$ cat src/design/fp_params.svh
`ifndef FP_PARAMS_SVH
`define FP_PARAMS_SVH

// Single precision word layout
`define FLEN        32
`define EXPO_WIDTH  8
`define FRAC_WIDTH  23

// Guard, round and sticky bits below the fraction
`define GRS_WIDTH   3

// Instruction id carried beside each result
`define ID_WIDTH    4

// Carry, safe and hidden bits on top of fraction and GRS
`define MANT_WIDTH  (3 + `FRAC_WIDTH + `GRS_WIDTH)

// Allow the full right shift range needed by subnormal results
`define ENABLE_SUBNORMAL 1

`endif

$ cat src/design/fp_norm_types_pkg.sv
`include "fp_params.svh"

package fp_norm_types_pkg;

  //////////////////////////////////////////////////
  // Word formats

  typedef struct packed {
    logic                   sign;
    logic [`EXPO_WIDTH-1:0] expo;
    logic [`FRAC_WIDTH-1:0] frac;
  } fp_fields_t;

  // Same word, read as raw bits or as fields
  typedef union packed {
    logic [`FLEN-1:0] raw;
    fp_fields_t       f;
  } fp_word_t;

  // Bit 2 guard, bit 1 round, bit 0 sticky
  typedef logic [`GRS_WIDTH-1:0]  grs_t;
  typedef logic [`EXPO_WIDTH-1:0] fp_shift_amt_t;

  // {carry, safe, hidden, frac, grs}
  typedef logic [`MANT_WIDTH-1:0] fp_mant_t;

  //////////////////////////////////////////////////
  // Stage packets

  typedef struct packed {
    fp_word_t      word;
    logic          expo_overflow;
    logic          carry;
    logic          safe;
    logic          hidden;
    grs_t          grs;
    fp_shift_amt_t clz;
    logic          subnormal;
    logic          right_shift;
    fp_shift_amt_t right_shift_amt;
  } fp_normalize_packet_t;

  typedef struct packed {
    logic                   sign_norm;
    logic                   expo_overflow_norm;
    logic [`EXPO_WIDTH-1:0] expo_norm;
    fp_mant_t               shifter_in;
    fp_shift_amt_t          shift_amt;
    logic                   right_shift;
    logic                   overflow_before_rounding;
  } fp_shift_packet_t;

  typedef struct packed {
    logic                   sign;
    logic [`EXPO_WIDTH-1:0] expo;
    logic                   expo_overflow;
    fp_mant_t               mant;
    logic                   overflow_before_rounding;
  } fp_round_packet_t;

  // Bit reversal used to turn a left shift into a right shift
  function automatic fp_mant_t reverse_mant(input fp_mant_t m);
    for (int i = 0; i < `MANT_WIDTH; i++) begin
      reverse_mant[i] = m[`MANT_WIDTH-1-i];
    end
  endfunction

endpackage

$ cat src/design/fp_round_types_pkg.sv
package fp_round_types_pkg;

  //////////////////////////////////////////////////
  // RISC-V rounding modes, frm encoding

  typedef enum logic [2:0] {
    RNE = 3'b000,
    RTZ = 3'b001,
    RDN = 3'b010,
    RUP = 3'b011,
    RMM = 3'b100
  } rm_t;

  //////////////////////////////////////////////////
  // Accrued exception flags, fflags bit order

  typedef struct packed {
    // Invalid operation
    logic nv;
    // Divide by zero
    logic dz;
    // Overflow
    logic of;
    // Underflow
    logic uf;
    // Inexact
    logic nx;
  } fflags_t;

endpackage

$ cat src/design/fp_stage_ifs.sv
`timescale 1ns/10ps

//////////////////////////////////////////////////
// Normalize to shifter, combinational in stage 0

interface shift_stage_if;
  import fp_norm_types_pkg::*;

  // Sign, exponent, shifter input, amount and direction
  fp_shift_packet_t pkt;

  modport src (
    output pkt
  );

  modport dst (
    input pkt
  );
endinterface

//////////////////////////////////////////////////
// Shifter to rounder, registered at the end of stage 1

interface round_stage_if;
  import fp_norm_types_pkg::*;

  // Shifted mantissa with sticky in the LSB
  fp_round_packet_t pkt;

  modport src (
    output pkt
  );

  modport dst (
    input pkt
  );
endinterface

$ cat src/design/fp_norm_control.sv
`timescale 1ns/10ps
`include "fp_params.svh"

module fp_norm_control (
  input  logic                          clk,
  input  logic                          rst_n,
  input  logic                          in_valid,
  input  fp_round_types_pkg::rm_t       in_rm,
  input  logic [`ID_WIDTH-1:0]          in_id,
  input  fp_round_types_pkg::fflags_t   in_fflags,
  output logic                          ld_s1,
  output logic                          ld_s2,
  output fp_round_types_pkg::rm_t       rm_s2,
  output logic [`ID_WIDTH-1:0]          id_s2,
  output fp_round_types_pkg::fflags_t   fflags_s2,
  output logic                          out_valid
);
  import fp_round_types_pkg::*;

  logic                  valid_s1;
  logic                  valid_s2;
  logic [`ID_WIDTH-1:0]  id_s1;

  assign ld_s1     = in_valid;
  assign ld_s2     = valid_s1;
  assign out_valid = valid_s2;

  always_ff @(posedge clk or negedge rst_n) begin
    if (!rst_n) begin
      valid_s1 <= 1'b0;
      valid_s2 <= 1'b0;
    end else begin
      valid_s1 <= in_valid;
      valid_s2 <= valid_s1;
    end
  end

  // Rounding mode and flags feed the rounder while the id rides to the output
  always_ff @(posedge clk or negedge rst_n) begin
    if (!rst_n) begin
      rm_s2     <= RNE;
      fflags_s2 <= '0;
      id_s1     <= '0;
      id_s2     <= '0;
    end else begin
      if (ld_s1) begin
        rm_s2     <= in_rm;
        fflags_s2 <= in_fflags;
        id_s1     <= in_id;
      end
      if (ld_s2) begin
        id_s2 <= id_s1;
      end
    end
  end

  //////////////////////////////////////////////////
  // Pipeline checks

  a_valid_latency: assert property (@(posedge clk) disable iff (!rst_n)
    ##2 (out_valid == $past(in_valid, 2)));

  a_id_known: assert property (@(posedge clk) disable iff (!rst_n)
    out_valid |-> !$isunknown(id_s2));

endmodule

$ cat src/design/fp_norm_round_top.sv
`timescale 1ns/10ps
`include "fp_params.svh"

module fp_norm_round_top (
  input  logic                                 clk,
  input  logic                                 rst_n,
  input  logic                                 in_valid,
  input  fp_norm_types_pkg::fp_word_t          in_word,
  input  logic                                 in_expo_overflow,
  input  logic                                 in_carry,
  input  logic                                 in_safe,
  input  logic                                 in_hidden,
  input  fp_norm_types_pkg::grs_t              in_grs,
  input  fp_norm_types_pkg::fp_shift_amt_t     in_clz,
  input  logic                                 in_subnormal,
  input  logic                                 in_right_shift,
  input  fp_norm_types_pkg::fp_shift_amt_t     in_right_shift_amt,
  input  fp_round_types_pkg::rm_t              in_rm,
  input  logic [`ID_WIDTH-1:0]                 in_id,
  input  fp_round_types_pkg::fflags_t          in_fflags,
  output logic                                 out_valid,
  output fp_norm_types_pkg::fp_word_t          out_word,
  output logic [`ID_WIDTH-1:0]                 out_id,
  output fp_round_types_pkg::fflags_t          out_fflags
);
  import fp_norm_types_pkg::*;
  import fp_round_types_pkg::*;

  fp_normalize_packet_t norm_pkt;
  logic                 ld_s1;
  logic                 ld_s2;
  rm_t                  rm_s2;
  fflags_t              fflags_s2;

  shift_stage_if shift_bus ();
  round_stage_if round_bus ();

  // Pack the unit result
  always_comb begin
    norm_pkt.word            = in_word;
    norm_pkt.expo_overflow   = in_expo_overflow;
    norm_pkt.carry           = in_carry;
    norm_pkt.safe            = in_safe;
    norm_pkt.hidden          = in_hidden;
    norm_pkt.grs             = in_grs;
    norm_pkt.clz             = in_clz;
    norm_pkt.subnormal       = in_subnormal;
    norm_pkt.right_shift     = in_right_shift;
    norm_pkt.right_shift_amt = in_right_shift_amt;
  end

  fp_norm_control u_control (
    .clk       (clk),
    .rst_n     (rst_n),
    .in_valid  (in_valid),
    .in_rm     (in_rm),
    .in_id     (in_id),
    .in_fflags (in_fflags),
    .ld_s1     (ld_s1),
    .ld_s2     (ld_s2),
    .rm_s2     (rm_s2),
    .id_s2     (out_id),
    .fflags_s2 (fflags_s2),
    .out_valid (out_valid)
  );

  fp_normalize u_normalize (
    .pkt       (norm_pkt),
    .shift_out (shift_bus)
  );

  fp_norm_shifter u_shifter (
    .clk       (clk),
    .rst_n     (rst_n),
    .ld_s1     (ld_s1),
    .shift_in  (shift_bus),
    .round_out (round_bus)
  );

  fp_round u_round (
    .clk       (clk),
    .rst_n     (rst_n),
    .ld_s2     (ld_s2),
    .rm        (rm_s2),
    .fflags_in (fflags_s2),
    .round_in  (round_bus),
    .word      (out_word),
    .fflags    (out_fflags)
  );

endmodule

$ cat src/design/fp_norm_shifter.sv
`timescale 1ns/10ps
`include "fp_params.svh"

module fp_norm_shifter (
  input  logic          clk,
  input  logic          rst_n,
  input  logic          ld_s1,
  shift_stage_if.dst    shift_in,
  round_stage_if.src    round_out
);
  import fp_norm_types_pkg::*;

  fp_shift_packet_t              sp;
  logic                          fill;
  logic signed [`MANT_WIDTH:0]   shift_ext;
  fp_mant_t                      shifted;
  fp_mant_t                      lost_mask;
  logic                          lost_sticky;
  fp_mant_t                      shift_res;
  fp_round_packet_t              round_d;

  assign sp = shift_in.pkt;

  //////////////////////////////////////////////////
  // Barrel shift

  // Reversed input refills from the original sticky bit
  assign fill      = ~sp.right_shift & sp.shifter_in[`MANT_WIDTH-1];
  assign shift_ext = $signed({fill, sp.shifter_in}) >>> sp.shift_amt;
  assign shifted   = shift_ext[`MANT_WIDTH-1:0];

  // Bits pushed out below the sticky position
  assign lost_mask   = ~({`MANT_WIDTH{1'b1}} << sp.shift_amt);
  assign lost_sticky = sp.right_shift & (|(sp.shifter_in & lost_mask));
  assign shift_res   = {shifted[`MANT_WIDTH-1:1], shifted[0] | lost_sticky};

  always_comb begin
    round_d.sign                     = sp.sign_norm;
    round_d.expo                     = sp.expo_norm;
    round_d.expo_overflow            = sp.expo_overflow_norm;
    round_d.mant                     = sp.right_shift ? shift_res : reverse_mant(shift_res);
    round_d.overflow_before_rounding = sp.overflow_before_rounding;
  end

  // Stage 1 register
  always_ff @(posedge clk or negedge rst_n) begin
    if (!rst_n) begin
      round_out.pkt <= '0;
    end else if (ld_s1) begin
      round_out.pkt <= round_d;
    end
  end

  // Leading zero count from the unit stays within the mantissa
  a_left_shift_range: assert property (@(posedge clk) disable iff (!rst_n)
    (ld_s1 && !sp.right_shift) |-> (sp.shift_amt <= `MANT_WIDTH));

endmodule

$ cat src/design/fp_normalize.sv
`timescale 1ns/10ps
`include "fp_params.svh"

module fp_normalize (
  input fp_norm_types_pkg::fp_normalize_packet_t pkt,
  shift_stage_if.src                            shift_out
);
  import fp_norm_types_pkg::*;

  logic                   sign;
  logic [`EXPO_WIDTH-1:0] expo;
  logic [`FRAC_WIDTH-1:0] frac;
  logic [`EXPO_WIDTH:0]   expo_masked;
  fp_shift_amt_t          rs_shift;
  logic [`EXPO_WIDTH:0]   rs_amt;
  logic [`EXPO_WIDTH:0]   expo_rs;
  logic                   expo_lt_clz;
  logic [`EXPO_WIDTH:0]   expo_ls_diff;
  logic [`EXPO_WIDTH:0]   expo_ls;
  fp_shift_amt_t          ls_amt;
  logic [`EXPO_WIDTH:0]   expo_sel;
  fp_mant_t               mant;
  fp_shift_packet_t       shift_pkt;

  // Input word read as fields
  assign sign = pkt.word.f.sign;
  assign expo = pkt.word.f.expo;
  assign frac = pkt.word.f.frac;

  // Subnormal results start from a zero exponent
  assign expo_masked = {pkt.expo_overflow, expo} & {(`EXPO_WIDTH+1){~pkt.subnormal}};

  //////////////////////////////////////////////////
  // Right shift path

  generate if (`ENABLE_SUBNORMAL) begin : g_full_rshift
    assign rs_shift = pkt.right_shift_amt;
  end else begin : g_short_rshift
    // Normal results never need more than two positions
    assign rs_shift = fp_shift_amt_t'(pkt.right_shift_amt[1:0]);
  end endgenerate

  assign rs_amt  = {1'b0, rs_shift} & {(`EXPO_WIDTH+1){~pkt.subnormal}};
  assign expo_rs = expo_masked + rs_amt;

  //////////////////////////////////////////////////
  // Left shift path

  // Borrow out tells that the leading zeros run past the exponent
  assign {expo_lt_clz, expo_ls_diff} = {1'b0, expo_masked} - {2'b00, pkt.clz};

  // Clamp so the result lands on a subnormal
  assign ls_amt = expo_lt_clz ? expo_masked[`EXPO_WIDTH-1:0] : pkt.clz;

  // A subnormal sum that reached the hidden bit gets promoted
  assign expo_ls = (expo_ls_diff & {(`EXPO_WIDTH+1){~expo_lt_clz}})
                 + (`EXPO_WIDTH+1)'(pkt.subnormal & pkt.hidden);

  //////////////////////////////////////////////////
  // Output selection

  always_comb begin
    expo_sel = pkt.right_shift ? expo_rs : expo_ls;
    mant     = {pkt.carry, pkt.safe, pkt.hidden, frac, pkt.grs};

    shift_pkt.sign_norm          = sign;
    shift_pkt.expo_overflow_norm = expo_sel[`EXPO_WIDTH];
    shift_pkt.expo_norm          = expo_sel[`EXPO_WIDTH-1:0];
    shift_pkt.right_shift        = pkt.right_shift;
    shift_pkt.shift_amt          = pkt.right_shift ? rs_shift : ls_amt;
    // Left shift goes through the shifter reversed
    shift_pkt.shifter_in         = pkt.right_shift ? mant : reverse_mant(mant);
    shift_pkt.overflow_before_rounding = ~pkt.right_shift & (|pkt.clz)
                                       & (expo_sel[`EXPO_WIDTH] | (&expo_sel[`EXPO_WIDTH-1:0]));
  end

  assign shift_out.pkt = shift_pkt;

endmodule

$ cat src/design/fp_round.sv
`timescale 1ns/10ps
`include "fp_params.svh"

module fp_round (
  input  logic                          clk,
  input  logic                          rst_n,
  input  logic                          ld_s2,
  input  fp_round_types_pkg::rm_t       rm,
  input  fp_round_types_pkg::fflags_t   fflags_in,
  round_stage_if.dst                    round_in,
  output fp_norm_types_pkg::fp_word_t   word,
  output fp_round_types_pkg::fflags_t   fflags
);
  import fp_norm_types_pkg::*;
  import fp_round_types_pkg::*;

  fp_round_packet_t         rp;
  logic                     lsb;
  logic                     guard;
  logic                     round_bit;
  logic                     sticky;
  logic                     inexact;
  logic                     round_up;
  logic [`FRAC_WIDTH+1:0]   sig_rnd;
  logic                     sig_carry;
  logic                     promote;
  logic [`EXPO_WIDTH+1:0]   expo_rnd;
  logic [`FRAC_WIDTH-1:0]   frac_rnd;
  logic                     overflow;
  logic                     tiny;
  logic                     to_max;
  fp_word_t                 word_d;
  fflags_t                  flags_d;

  assign rp = round_in.pkt;

  assign lsb                       = rp.mant[`GRS_WIDTH];
  assign {guard, round_bit, sticky} = rp.mant[`GRS_WIDTH-1:0];
  assign inexact                   = guard | round_bit | sticky;

  //////////////////////////////////////////////////
  // Round up decision

  always_comb begin
    case (rm)
      RNE:     round_up = guard & (round_bit | sticky | lsb);
      RTZ:     round_up = 1'b0;
      RDN:     round_up = rp.sign & inexact;
      RUP:     round_up = ~rp.sign & inexact;
      RMM:     round_up = guard;
      default: round_up = 1'b0;
    endcase
  end

  // Hidden bit and fraction plus one carry position
  assign sig_rnd   = {1'b0, rp.mant[`FRAC_WIDTH+`GRS_WIDTH:`GRS_WIDTH]}
                   + (`FRAC_WIDTH+2)'(round_up);
  assign sig_carry = sig_rnd[`FRAC_WIDTH+1];
  // Largest subnormal rounding into the smallest normal
  assign promote   = (rp.expo == '0) & ~rp.mant[`FRAC_WIDTH+`GRS_WIDTH] & sig_rnd[`FRAC_WIDTH];

  assign expo_rnd = {1'b0, rp.expo_overflow, rp.expo} + (`EXPO_WIDTH+2)'(sig_carry | promote);
  assign frac_rnd = sig_carry ? sig_rnd[`FRAC_WIDTH:1] : sig_rnd[`FRAC_WIDTH-1:0];

  //////////////////////////////////////////////////
  // Exceptions and result

  assign overflow = rp.overflow_before_rounding | (|expo_rnd[`EXPO_WIDTH+1:`EXPO_WIDTH])
                  | (&expo_rnd[`EXPO_WIDTH-1:0]);
  assign tiny     = ~overflow & (expo_rnd[`EXPO_WIDTH-1:0] == '0);
  // Modes that round away from infinity saturate to max finite
  assign to_max   = (rm == RTZ) | ((rm == RDN) & ~rp.sign) | ((rm == RUP) & rp.sign);

  always_comb begin
    if (overflow && to_max) begin
      word_d.raw = {rp.sign, {(`EXPO_WIDTH-1){1'b1}}, 1'b0, {`FRAC_WIDTH{1'b1}}};
    end else if (overflow) begin
      word_d.raw = {rp.sign, {`EXPO_WIDTH{1'b1}}, {`FRAC_WIDTH{1'b0}}};
    end else begin
      word_d.raw = {rp.sign, expo_rnd[`EXPO_WIDTH-1:0], frac_rnd};
    end

    flags_d    = fflags_in;
    flags_d.of = fflags_in.of | overflow;
    flags_d.uf = fflags_in.uf | (tiny & inexact);
    flags_d.nx = fflags_in.nx | inexact | overflow;
  end

  // Stage 2 register
  always_ff @(posedge clk or negedge rst_n) begin
    if (!rst_n) begin
      word   <= '0;
      fflags <= '0;
    end else if (ld_s2) begin
      word   <= word_d;
      fflags <= flags_d;
    end
  end

endmodule

$ cat config.mk
export PLATFORM = sky130hd
export DESIGN_NAME = fp_norm_round_top
export DESIGN_NICKNAME = d
export VERILOG_FILES = /design/src/design/fp_norm_types_pkg.sv /design/src/design/fp_round_types_pkg.sv /design/src/design/fp_stage_ifs.sv /design/src/design/fp_norm_control.sv /design/src/design/fp_norm_round_top.sv /design/src/design/fp_norm_shifter.sv /design/src/design/fp_normalize.sv /design/src/design/fp_round.sv
export VERILOG_INCLUDE_DIRS = /design/src /design/src/design
export SDC_FILE = /design/constraint.sdc
export NUM_CORES = 1
export LEC_CHECK = 0
export ABC_AREA = 1
export BUFFER_PORTS_ARGS = -buffer_cell sky130_fd_sc_hd__buf_4
export CELL_PAD_IN_SITES_DETAIL_PLACEMENT = 1
export CELL_PAD_IN_SITES_GLOBAL_PLACEMENT = 1
export CORE_MARGIN = 2
export CORE_UTILIZATION = 44
export DETAILED_ROUTE_END_ITERATION = 10
export PLACE_DENSITY_LB_ADDON = 0.25
export SLEW_MARGIN = 10
export SYNTH_ARGS = -nofsm -noshare
export SYNTH_HDL_FRONTEND = slang
export SYNTH_SLANG_ARGS = --single-unit
export TNS_END_PERCENT = 100
$ cat constraint.sdc
create_clock -name clk -period 10.11 [get_ports clk]
set_input_delay 0.5055 -clock clk [delete_from_list [all_inputs] [get_ports clk]]
set_output_delay 0.5055 -clock clk [all_outputs]
set_load 0.005 [all_outputs]
== Yosys cells after proc, flatten, opt, wreduce, memory -nomap -nowiden ==
Cells that the tools add are included.

* $add $sub $neg: 5
* Equality and inequality tests: 4
* Shift operators: 2
* Muxes and demuxes: 9
* Bitwise operators: 40
* Reductions and logical operators: 9

{| class="wikitable"
|+ Operator list
! operator !! count
|-
| 2-to-1 mux 31 bit || 2
|-
| >>> shifter 30 x 8 -> 29 bit || 1
|-
| AND 29 bit || 1
|-
| 2-to-1 mux 29 bit || 1
|-
| NOT 29 bit || 1
|-
| OR reduction 29 bit || 1
|-
| left shift 29 x 8 -> 29 bit (first input constant) || 1
|-
| 2-to-1 mux 27 bit || 1
|-
| adder 24 x 1 -> 25 bit || 1
|-
| 2-to-1 mux 23 bit || 1
|-
| adder 9 bit || 2
|-
| AND 9 bit || 2
|-
| zero test 8 bit || 2
|-
| 2-to-1 mux 8 bit || 2
|-
| AND reduction 8 bit || 2
|-
| bitwise OR 1 bit || 15
|-
| AND 1 bit || 14
|-
| adder 9 x 10 -> 10 bit || 1
|-
| subtractor 9 x 8 -> 10 bit || 1
|-
| AND 8 x 9 -> 9 bit || 1
|-
| 2-to-1 mux 9 bit || 1
|-
| OR reduction 8 bit || 1
|-
| == test 3 x 2 -> 1 bit (second input constant) || 2
|-
| NOT 1 bit || 6
|-
| 6 further kinds || 6
|}

* Register bits: 93
* Bits of input ports: 72
* Output and inout bits: 42
* Logic and storage cells: 90

== Longest topological paths before layout ==
Gate-level depths: netlist of run 1.

* Depth in word-level cells: 15
* Gate-level depth with buffers: 34

== Cells and area by module ==
Synthesis of run 1 repeated with hierarchy kept, for this count alone.

* Cell total of the unflattened synthesis: 1615
* Area total of the unflattened synthesis: 9670.5 µm²

{| class="wikitable"
|+ Modules (own cells, without submodules)
! module !! times used !! cells each !! area each (µm²)
|-
| fp_norm_shifter || 1 || 709 || 4241.6
|-
| fp_round || 1 || 448 || 2849.0
|-
| fp_normalize || 1 || 387 || 1915.6
|-
| fp_norm_control || 1 || 71 || 664.4
|}

== Worst setup path after synthesis of run 1 ==
OpenSTA, ideal clock, no wires.

* Path type: register to register
* From: reg u_control.rm_s2[1]
* To: reg u_round.word[14] (netlist name)
* Library setup time: 0.133 ns
* Arrival: 4.736 ns
* Path slack: 5.241 ns
* Stages on the path, launching flop included: 32
* Path buffers: 1
* Cells stage by stage: dfrtp_1 -> inv_1 -> nor2_1 -> inv_1 -> nor2_1 -> ha_1 -> nand3_1 -> o21ai_0 -> ha_1 -> nand3_1 -> nor3_1 -> nand3_1 -> nor3_1 -> inv_1 -> nor2_1 -> inv_1 -> nor2_1 -> inv_1 -> nor2_1 -> nand4_1 -> o41ai_1 -> ha_1 -> ha_1 -> nand2_1 -> nor4_1 -> xor2_1 -> inv_1 -> nand3_1 -> nand2_1 -> a21oi_1 -> clkbuf_1 -> a21oi_1

* Longest elaborated chain between the ends: 11
* Elaborated cells between the ends (all ways): 22

{| class="wikitable"
|+ RTL lines
! element !! line !! RTL
|-
| from (decl) || fp_norm_control.sv:13 || <nowiki>output fp_round_types_pkg::rm_t rm_s2,</nowiki>
|-
| from (signal assigned) || fp_norm_control.sv:47 || <nowiki>rm_s2 <= in_rm;</nowiki>
|-
| == test 3 bit, or another cell as far along || fp_round.sv:45 || <nowiki>case (rm)</nowiki>
|-
| case mux 1 bit (4 select lines) || fp_round.sv:45 ||
|-
| adder 24 x 1 -> 25 bit || fp_round.sv:56 || <nowiki>assign sig_rnd = {1'b0, rp.mant[`FRAC_WIDTH+`GRS_WIDTH:`GRS_WIDTH]}</nowiki>
|-
| AND 1 bit || fp_round.sv:60 || <nowiki>assign promote = (rp.expo == '0) & ~rp.mant[`FRAC_WIDTH+`GRS_WIDTH] & sig_rnd[`FRAC_WIDTH];</nowiki>
|-
| bitwise OR 1 bit || fp_round.sv:62 || <nowiki>assign expo_rnd = {1'b0, rp.expo_overflow, rp.expo} + (`EXPO_WIDTH+2)'(sig_carry | promote);</nowiki>
|-
| adder 9 x 10 -> 10 bit || fp_round.sv:62 ||
|-
| OR reduction 2 bit || fp_round.sv:68 || <nowiki>assign overflow = rp.overflow_before_rounding | (|expo_rnd[`EXPO_WIDTH+1:`EXPO_WIDTH])</nowiki>
|-
| bitwise OR 1 bit (2 in series) || fp_round.sv:68 ||
|-
| 2-to-1 mux 31 bit / logical AND 1 bit (equally long branches) || fp_round.sv:77, fp_round.sv:75 ||
|-
| 2-to-1 mux 31 bit (*) || fp_round.sv:75 || <nowiki>if (overflow && to_max) begin</nowiki>
|-
| to (signal assigned) || fp_round.sv:95 || <nowiki>word <= word_d;</nowiki>
|-
| to (decl) || fp_round.sv:11 || <nowiki>output fp_norm_types_pkg::fp_word_t word,</nowiki>
|}

Every way passes the cells marked *; elsewhere a longest branch is shown, timed or not.
A chain may end at the register's enable or synchronous reset.

== Final worst setup path of run 1 ==
* From: reg u_control.rm_s2[1]
* To: reg u_round.word[4] (netlist name)

Same word-level chain as after synthesis.

==> impl_summary.txt, run 1 <==
----------------------------------------------------
[Flow run]
  Number of maximum-capacitance violations ... 0

[Clock tree]
  Total clock buffers created by CTS ... 9
  Number of instances resized during post-cts repair ... 0
  Setup Buffers After CTS ... 0
  CTS H-tree depth ... 3
  Hold buffer count at cts ... 0
  CTS tree ... done
  Number of clock sinks seen by CTS ... 93
  Clock Latency Late Sink ... about 340 ps
  Root buf cell ... sky130_fd_sc_hd__clkbuf_16
  Deepest clock path buffer count ... 2
  Clock slew at the register clock pins of the worst setup and hold paths ... 60 ps

[Pwr]
  Total power of the final layout ... 1.37 mW
  Fraction of power spent switching nets ... a little under 40%
  Part of the power in registers ... about a third
  Design internal power ... 0.829 mW
  Net Sw Power ... 0.540 mW
  Combinational cell fraction of total power ... between 30 and 40%
  Clock network fraction of design power ... approximately a quarter
  Leakage power of the design ... 5.09 nW
  Max rail drop VDD ... 78.6 µV
  Power density of the placed cells ... between 100 and 150 nW/µm²

[Synthesis]
  Most common cell in the netlist ... sky130_fd_sc_hd__nand2_1
  Cells after synthesis ... 1415
  Fraction of registers with async set or reset after synthesis ... 100%
  Post-synth top flop ... sky130_fd_sc_hd__dfrtp_1
  Count of synthesis-stage warnings from yosys ... 0
  Average cell area after synthesis ... between 6 and 7 µm²
  Area contributors post-synth ... sky130_fd_sc_hd__dfrtp_1, sky130_fd_sc_hd__nand2_1, sky130_fd_sc_hd__nand3_1
  Net count after synthesis ... between 1500 and 2000
  Share of Yosys cell area claimed by the top area cell type ... 27.0%
  Combined area of all synthesized cells ... 8620 µm²
  Largest area contributor in the netlist ... sky130_fd_sc_hd__dfrtp_1
  Distinct cell type count of the synthesized netlist ... 50
  Number of enable-type register cells in the synthesized netlist ... 0
  Seq cells post-synth ... 93
  Register area share after synthesis ... 27.0%
  Commonest cells in the synthesized netlist ... sky130_fd_sc_hd__nand2_1, sky130_fd_sc_hd__nand3_1, sky130_fd_sc_hd__nor2_1

[Worst setup path]
  Maximum fanout along the worst path ... 23
  Critical register-to-register path startpoint ... u_control.rm_s2[1]
  Endpoint kind of the worst setup timing path ... flop
  Biggest cell delay along the critical path ... 540 ps
  Element type at the critical path start ... flop
  Required time at the worst-slack endpoint ... 10380 ps
  Setup CP Type ... reg2reg
  Worst-path cell with the longest stage delay ... sky130_fd_sc_hd__inv_1
  Origin of the worst setup path ... u_control.rm_s2[1]
  FF-to-FF End ... u_round.word[4]
  Worst reg-to-reg path cell count ... 30
  Minimum setup slack among reg-to-reg paths ... 4080 ps
  Worst path arrival time ... 6300 ps

[Placed design]
  DP HPWL ... 22500 µm
  Global placement routability congestion ... approximately 0.9
  Placed cells ... 1733
  Cell area after placement ... 9500 µm²
  Worst slack after detailed placement ... approximately 4200 ps
  Number of port buffers ... 113

[STA]
  Hold slack final ... 160 ps
  Measured slew at the worst slew-check pin ... between 800 and 900 ps
  Post-layout worst setup margin ... 4080 ps
  Count of final setup violators ... 0
  Worst relative slew slack ... 45.9%
  Clock Skews ... approximately 5.6 ps
  Setup TNS Final ... 0 ps
  Post-layout min period ... 6030 ps
  Share of the clock period used by the worst path after layout ... 59.7%
  Final Hold Vio Count ... 0
  Setup repair after global routing missed its margin ... false
  Achievable frequency ... 166 MHz
  Count of final max-slew check failures ... 0

[Layout]
  Layout cell share with drive strength beyond 1 ... roughly 13%
  Core utilization of the finished layout ... 50.7%
  Number of standard cells in the layout, taps in and fillers out ... 1749
  Antenna fix cells ... 0
  Nets@finish ... 1572
  Cell area after layout ... 9810 µm²
  Area growth syn-to-layout ... 13.8%

[Die]
  Area of the die ... 20700 µm²
  Overall die height ... 144 µm
  Chip Width ... approximately 140 µm
  Top-level port count ... 114
  Initial cell density of the core ... 44.6%
  Number of standard-cell rows in the floorplan ... approximately 50
  Area of the placeable core ... 19300 µm²

[Routing]
  Number of routed nets with antenna violations ... 0
  Sum of routed wire length over all layers ... 29500 µm
  Drt first-iter violations ... just under 600
  DRC Markers ... 0
  Pre-antenna DRT Iters ... 5
  Detailed-route via count ... 9620
  Routed WL per cell ... 16.9 µm
  Via-to-Cell Ratio ... between 5 and 6

[Run status]
  Outcome ... complete, no violations

[Hold path]
  Class of the tightest hold or removal check ... in2async

[Global route]
  Aggregate global-route resource usage ... between 20 and 30%
  Maximum number of pins on one net before global-route repair ... 63
  Via count of the first global-routing pass ... 9465
  Antenna violations before repair ... 0
  Global route overflow ... 0
  First-pass GRT wire length ... 47800 µm

----------------------------------------------------
==> worst max-delay path, delay by kind of cell, from the launching register on <==
family / cells / cell delay [ps]
and+or+nand+nor: 15 / 2670
xor gates and xnor gates: 1 / 230
adders and majority gates: 5 / 1140
DFF: 1 / 360
buffers and inverters: 5 / 930
AOI/OAI and AO/OA: 4 / 610
==> power groups by stage <==
| stage | logic (mW) | clock network [mW] | registers (mW) |
|---|---|---|---|
| 3_5_place_dp | 0.531 | 0 | 0.483 |
| 4_1_cts | 0.538 | 0.354 | 0.477 |
| 6_report | 0.540 | 0.352 | 0.477 |
| 2_1_floorplan | 0.356 | 0 | 0.471 |
| 5_1_grt | 0.605 | 0.367 | 0.483 |
| 3_3_place_gp | 0.516 | 0 | 0.479 |
==> routing by layer <==
| layer | vias up | track usage, % | share of wire (%) |
|---|---|---|---|
| li1 | 4720 | - | - |
| met1 | 4607 | 37.1 | 45 |
| met2 | 245 | 50.7 | 49 |
| met3 | 48 | 2.55 | 3.6 |
| met4 | 0 | 8.77 | 2.4 |
| met5 | - | 0 | 0 |
==> how the worst max path moves through the flow <==
| stage | end | slack, ps | cells after the start |
|---|---|---|---|
| after floorplan | u_round.word[14] | 5240 | 31 |
| after global placement | u_round.word[6] | 4510 | 31 |
| after detailed placement | u_round.word[10] | 4200 | 30 |
| after CTS | u_round.word[4] | 4090 | 30 |
| after global routing | u_round.word[6] | 3490 | 31 |
| final | u_round.word[4] | 4080 | 30 |
==> layout make-up <==
cell class | instances | area [µm²]
fillers | 2736 | 9530
multi-input cells | 1127 | 5450
flip-flops and latches | 93 | 2330
repair buffers | 121 | 908
inverters | 127 | 482
well taps | 265 | 332
clock buffers | 13 | 270
clock inverters | 3 | 42.5
==> cell families (layout without fill, tap and decap cells) <==
group / after synthesis / after routing / synth area share, %
and+or+nand+nor: 914 / 914 / 46.4
buffers and inverters: 195 / 264 / 9.84
AOI/OAI and AO/OA: 158 / 158 / 10.0
DFF: 93 / 93 / 27.0
xor gates and xnor gates: 30 / 30 / 3.05
adders and majority gates: 21 / 21 / 3.22
muxes: 4 / 4 / 0.464
==> flip-flops by register name, indices dropped and copies added, names as in the netlist <==
register                 cells
u_control.fflags_s2          5
u_control.id_s1              4
u_control.id_s2              4
u_control.ld_s2              1
u_control.out_valid          1
u_control.rm_s2              3
u_round.fflags               5
u_round.word                32
u_shifter.round_out.pkt     38
==> cell usage in the layout, fill, tap and decap left out, drive strengths merged, types with 3 or more instances in the layout <==
cell type	n
nand3b	3
o211ai	5
nor2	132
ha	19
clkinv	4
nor4	4
a22oi	4
nand3	231
mux2i	4
clkbuf	13
nand2	495
o21ai	80
xor2	27
dfrtp	93
o22ai	3
nor3	19
or2	13
inv	124
nand4	14
xnor2	3
a31oi	6
a21oi	51
buf	121
No activity file was read; power rests on OpenSTA's default activity.
==> run 2: changes to the inputs <==
ABC_AREA = 0   (was 1)
CORE_UTILIZATION = 45   (was 44)
clock period = 6.05 ns   (was 10.11 ns; I/O delays follow)
==> run 2 against run 1 <==
Worst hold slack improved by 28 ps; largest cell class unchanged; routed wire length grew 13%; sequential power is 72% higher; synthesized area grew 3.3%; clock power up 63%; combinational power is 110% higher; final area increased by 3.9%; register-to-register slack worse by 3500 ps; critical endpoint is now u_round.word[19]; synthesized cell count fell by 22%; first-iteration DRC count increased by 27%; clock skew rose by 3.7 ps; critical path type unchanged.
==> impl_summary.txt, run 2 <==
----------------------------------------------------
[Clock tree]
  Clock slew at the register clock pins of the worst setup and hold paths ... approximately 70 ps
  Root buf cell ... sky130_fd_sc_hd__clkbuf_16
  CTS tree ... done
  CTS H-tree depth ... 3
  Clock Latency Late Sink ... ~340 ps
  Total clock buffers created by CTS ... 9
  Number of clock sinks seen by CTS ... 93
  Setup Buffers After CTS ... 0
  Deepest clock path buffer count ... 2

[STA]
  Measured slew at the worst slew-check pin ... 953 ps
  Setup TNS Final ... 0 ps
  Final Hold Vio Count ... 0
  Worst relative slew slack ... 36.4%
  Share of the clock period used by the worst path after layout ... 91.2%
  Setup repair after global routing missed its margin ... false
  Clock Skews ... 9.27 ps
  Count of final max-slew check failures ... 0
  Count of final setup violators ... 0
  Post-layout worst setup margin ... 532 ps
  Achievable frequency ... 181 MHz
  Post-layout min period ... around 5500 ps

[Die]
  Number of standard-cell rows in the floorplan ... 51
  Initial cell density of the core ... between 40% and 50%
  Area of the placeable core ... 19500 µm²
  Top-level port count ... ~110
  Area of the die ... 20900 µm²
  Chip Width ... between 100 and 150 µm
  Overall die height ... 145 µm

[Synthesis]
  Combined area of all synthesized cells ... 8900 µm²
  Average cell area after synthesis ... 8.05 µm²
  Fraction of registers with async set or reset after synthesis ... 100%
  Largest area contributor in the netlist ... sky130_fd_sc_hd__dfrtp_1
  Post-synth top flop ... sky130_fd_sc_hd__dfrtp_1
  Area contributors post-synth ... sky130_fd_sc_hd__dfrtp_1, sky130_fd_sc_hd__a21oi_1, sky130_fd_sc_hd__mux2_2
  Register area share after synthesis ... 26.1%
  Net count after synthesis ... 1199
  Commonest cells in the synthesized netlist ... sky130_fd_sc_hd__nor2_1, sky130_fd_sc_hd__nand2_1, sky130_fd_sc_hd__a21oi_1
  Share of Yosys cell area claimed by the top area cell type ... between 20% and 30%
  Number of enable-type register cells in the synthesized netlist ... 0
  Count of synthesis-stage warnings from yosys ... 0
  Most common cell in the netlist ... sky130_fd_sc_hd__nor2_1
  Seq cells post-synth ... 93
  Cells after synthesis ... 1106
  Distinct cell type count of the synthesized netlist ... 103

[Layout]
  Leading cell type in the layout, fill and taps excluded ... sky130_fd_sc_hd__buf_4
  Nets@finish ... about 1300
  Layout cell share with drive strength beyond 1 ... between 20% and 30%
  Filler cell count ... ~2400
  Largest registers ... u_shifter.round_out.pkt (38), u_round.word (32)
  Leading cell types in the layout, fill and taps excluded ... sky130_fd_sc_hd__buf_4, sky130_fd_sc_hd__nor2_1, sky130_fd_sc_hd__nand2_1, sky130_fd_sc_hd__a21oi_1, sky130_fd_sc_hd__dfrtp_1
  Max reg flops ... 38
  Register with the most flip-flops ... u_shifter.round_out.pkt
  Antenna fix cells ... 0
  Core utilization of the finished layout ... 52.4%
  Area growth syn-to-layout ... 14.5%

[Pwr]
  Power density of the placed cells ... 247 nW/µm²
  Max rail drop VDD ... 117 µV
  Leakage power of the design ... roughly 4.1 nW

[Global route]
  Global route overflow ... 0
  Aggregate global-route resource usage ... 32.3%
  Antenna violations before repair ... 0
  Via count of the first global-routing pass ... 9475
  First-pass GRT wire length ... 52800 µm
  Maximum number of pins on one net before global-route repair ... 77

[Worst setup path]
  Setup CP Type ... reg2reg
  Element type at the critical path start ... flop
  Number of buffer and inverter stages on the critical path ... 0
  Worst-path cell with the longest stage delay ... sky130_fd_sc_hd__nor2_2
  Worst path arrival time ... 5780 ps
  Required time at the worst-slack endpoint ... 6320 ps
  Minimum setup slack among reg-to-reg paths ... 530 ps
  Endpoint kind of the worst setup timing path ... flop
  Cell breakdown of the critical path ... nand2_1 > nor2_1 > ha_1 > nand4b_1 > o41ai_1 > ha_1 > nand3_1 > nor2_1 > and3_1 > nor3b_1 > nor2b_1 > nand3_1 > nor2_1 > a21oi_1 > nor2_1 > ha_1 > ha_1 > xor2_1 > nand4_1 > or3_1 > o31a_1 > nor2_2 > a21oi_1 > a21oi_1
  Largest delay contributor family on the critical path ... simple AND/OR/NAND/NOR gates
  Biggest cell delay along the critical path ... about 520 ps
  Maximum fanout along the worst path ... 14
  Worst reg-to-reg path cell count ... 24
  Stages on worst setup path ... 24

[Run status]
  Outcome ... complete, no violations

[Hold path]
  Class of the tightest hold or removal check ... in2reg
  Worst hold path stage count ... 2

[Routing]
  Number of routed nets with antenna violations ... 0
  Detailed-route via count ... 9408
  Via-to-Cell Ratio ... 6.49
  DRC Markers ... 0
  Sum of routed wire length over all layers ... roughly 33000 µm
  Pre-antenna DRT Iters ... 5
  Routed WL per cell ... 23.0 µm
  Drt first-iter violations ... 743

[Placed design]
  Global placement routability congestion ... slightly below 1
  Worst slack after detailed placement ... around 400 ps
  Number of port buffers ... approximately 110
  DP HPWL ... 25600 µm

[Flow run]
  Number of maximum-capacitance violations ... 0

----------------------------------------------------
-- run 2: area by class of cell --
type / instances / area (µm²) / area share [%]
multi-input combinational: 915 / 6120 / 60.0
sequential: 93 / 2330 / 22.8
timing repair buffer: 132 / 993 / 9.75
tap: 265 / 332 / 3.25
clock buffer: 11 / 253 / 2.48
inverter: 29 / 109 / 1.07
clock inverter: 5 / 58.8 / 0.577
-- run 2: cell families (layout without fill, tap and decap cells) --
kind of cell               count (synthesis)  in the layout  share of synthesized area [%]
AOI/OAI and AO/OA                        385            385                           30.0
xor gates and xnor gates                  47             47                           4.62
adders and majority gates                 22             22                           3.25
buffers and inverters                     98            177                           5.26
DFF                                       93             93                           26.1
muxes                                     76             76                           9.48
and+or+nand+nor                          385            385                           21.2
-- run 2: worst paths after layout --
check,endpoint,from
max,u_round.word[19],u_control.rm_s2[0]
min,u_control.id_s1[2],in_id[2]
max reg2reg,u_round.word[19],u_control.rm_s2[0]
min reg2reg,u_control.fflags_s2[4],u_control.fflags_s2[4]
max in group asynchronous,u_control.ld_s2,rst_n
min in group asynchronous,u_control.id_s2[3],rst_n
-- run 2: metal layers --
layer	global-route usage, %	up-vias	wire [µm]	part of all wire (%)
met5	0	-	0	0
met3	3.95	99	1880	5.6
met1	41.6	4598	14100	42
met2	54.5	386	15800	47
met4	14.7	0	1540	4.6
li1	-	4325	-	-
-- run 2: timing repair --
action	CTS	global route
gates resized for setup	0	2
hold endpoints to repair	45	0
endpoints found under the setup margin	0	14
hold buffers	1	0
-- run 2: power breakdown --
part | switching (mW) | total [mW] | internal [mW]
combinational | 0.688 | 1.12 | 0.434
sequential | 0.0971 | 0.822 | 0.725
clock | 0.232 | 0.575 | 0.342
total | 1.02 | 2.52 | 1.50
-- run 2: per-stage QoR --
stage / instance area (µm²) / total power, mW / std cells / hold slack [ps]
after floorplan: 8900 / 1.52 / 1106 / 6.91
after global placement: 9870 / 1.90 / 1433 / 329
after detailed placement: 9870 / 1.92 / 1433 / 331
after CTS: 10200 / 2.51 / 1450 / 180
after global routing: 10200 / 2.66 / 1450 / 189
final: 10200 / 2.52 / 1450 / 188
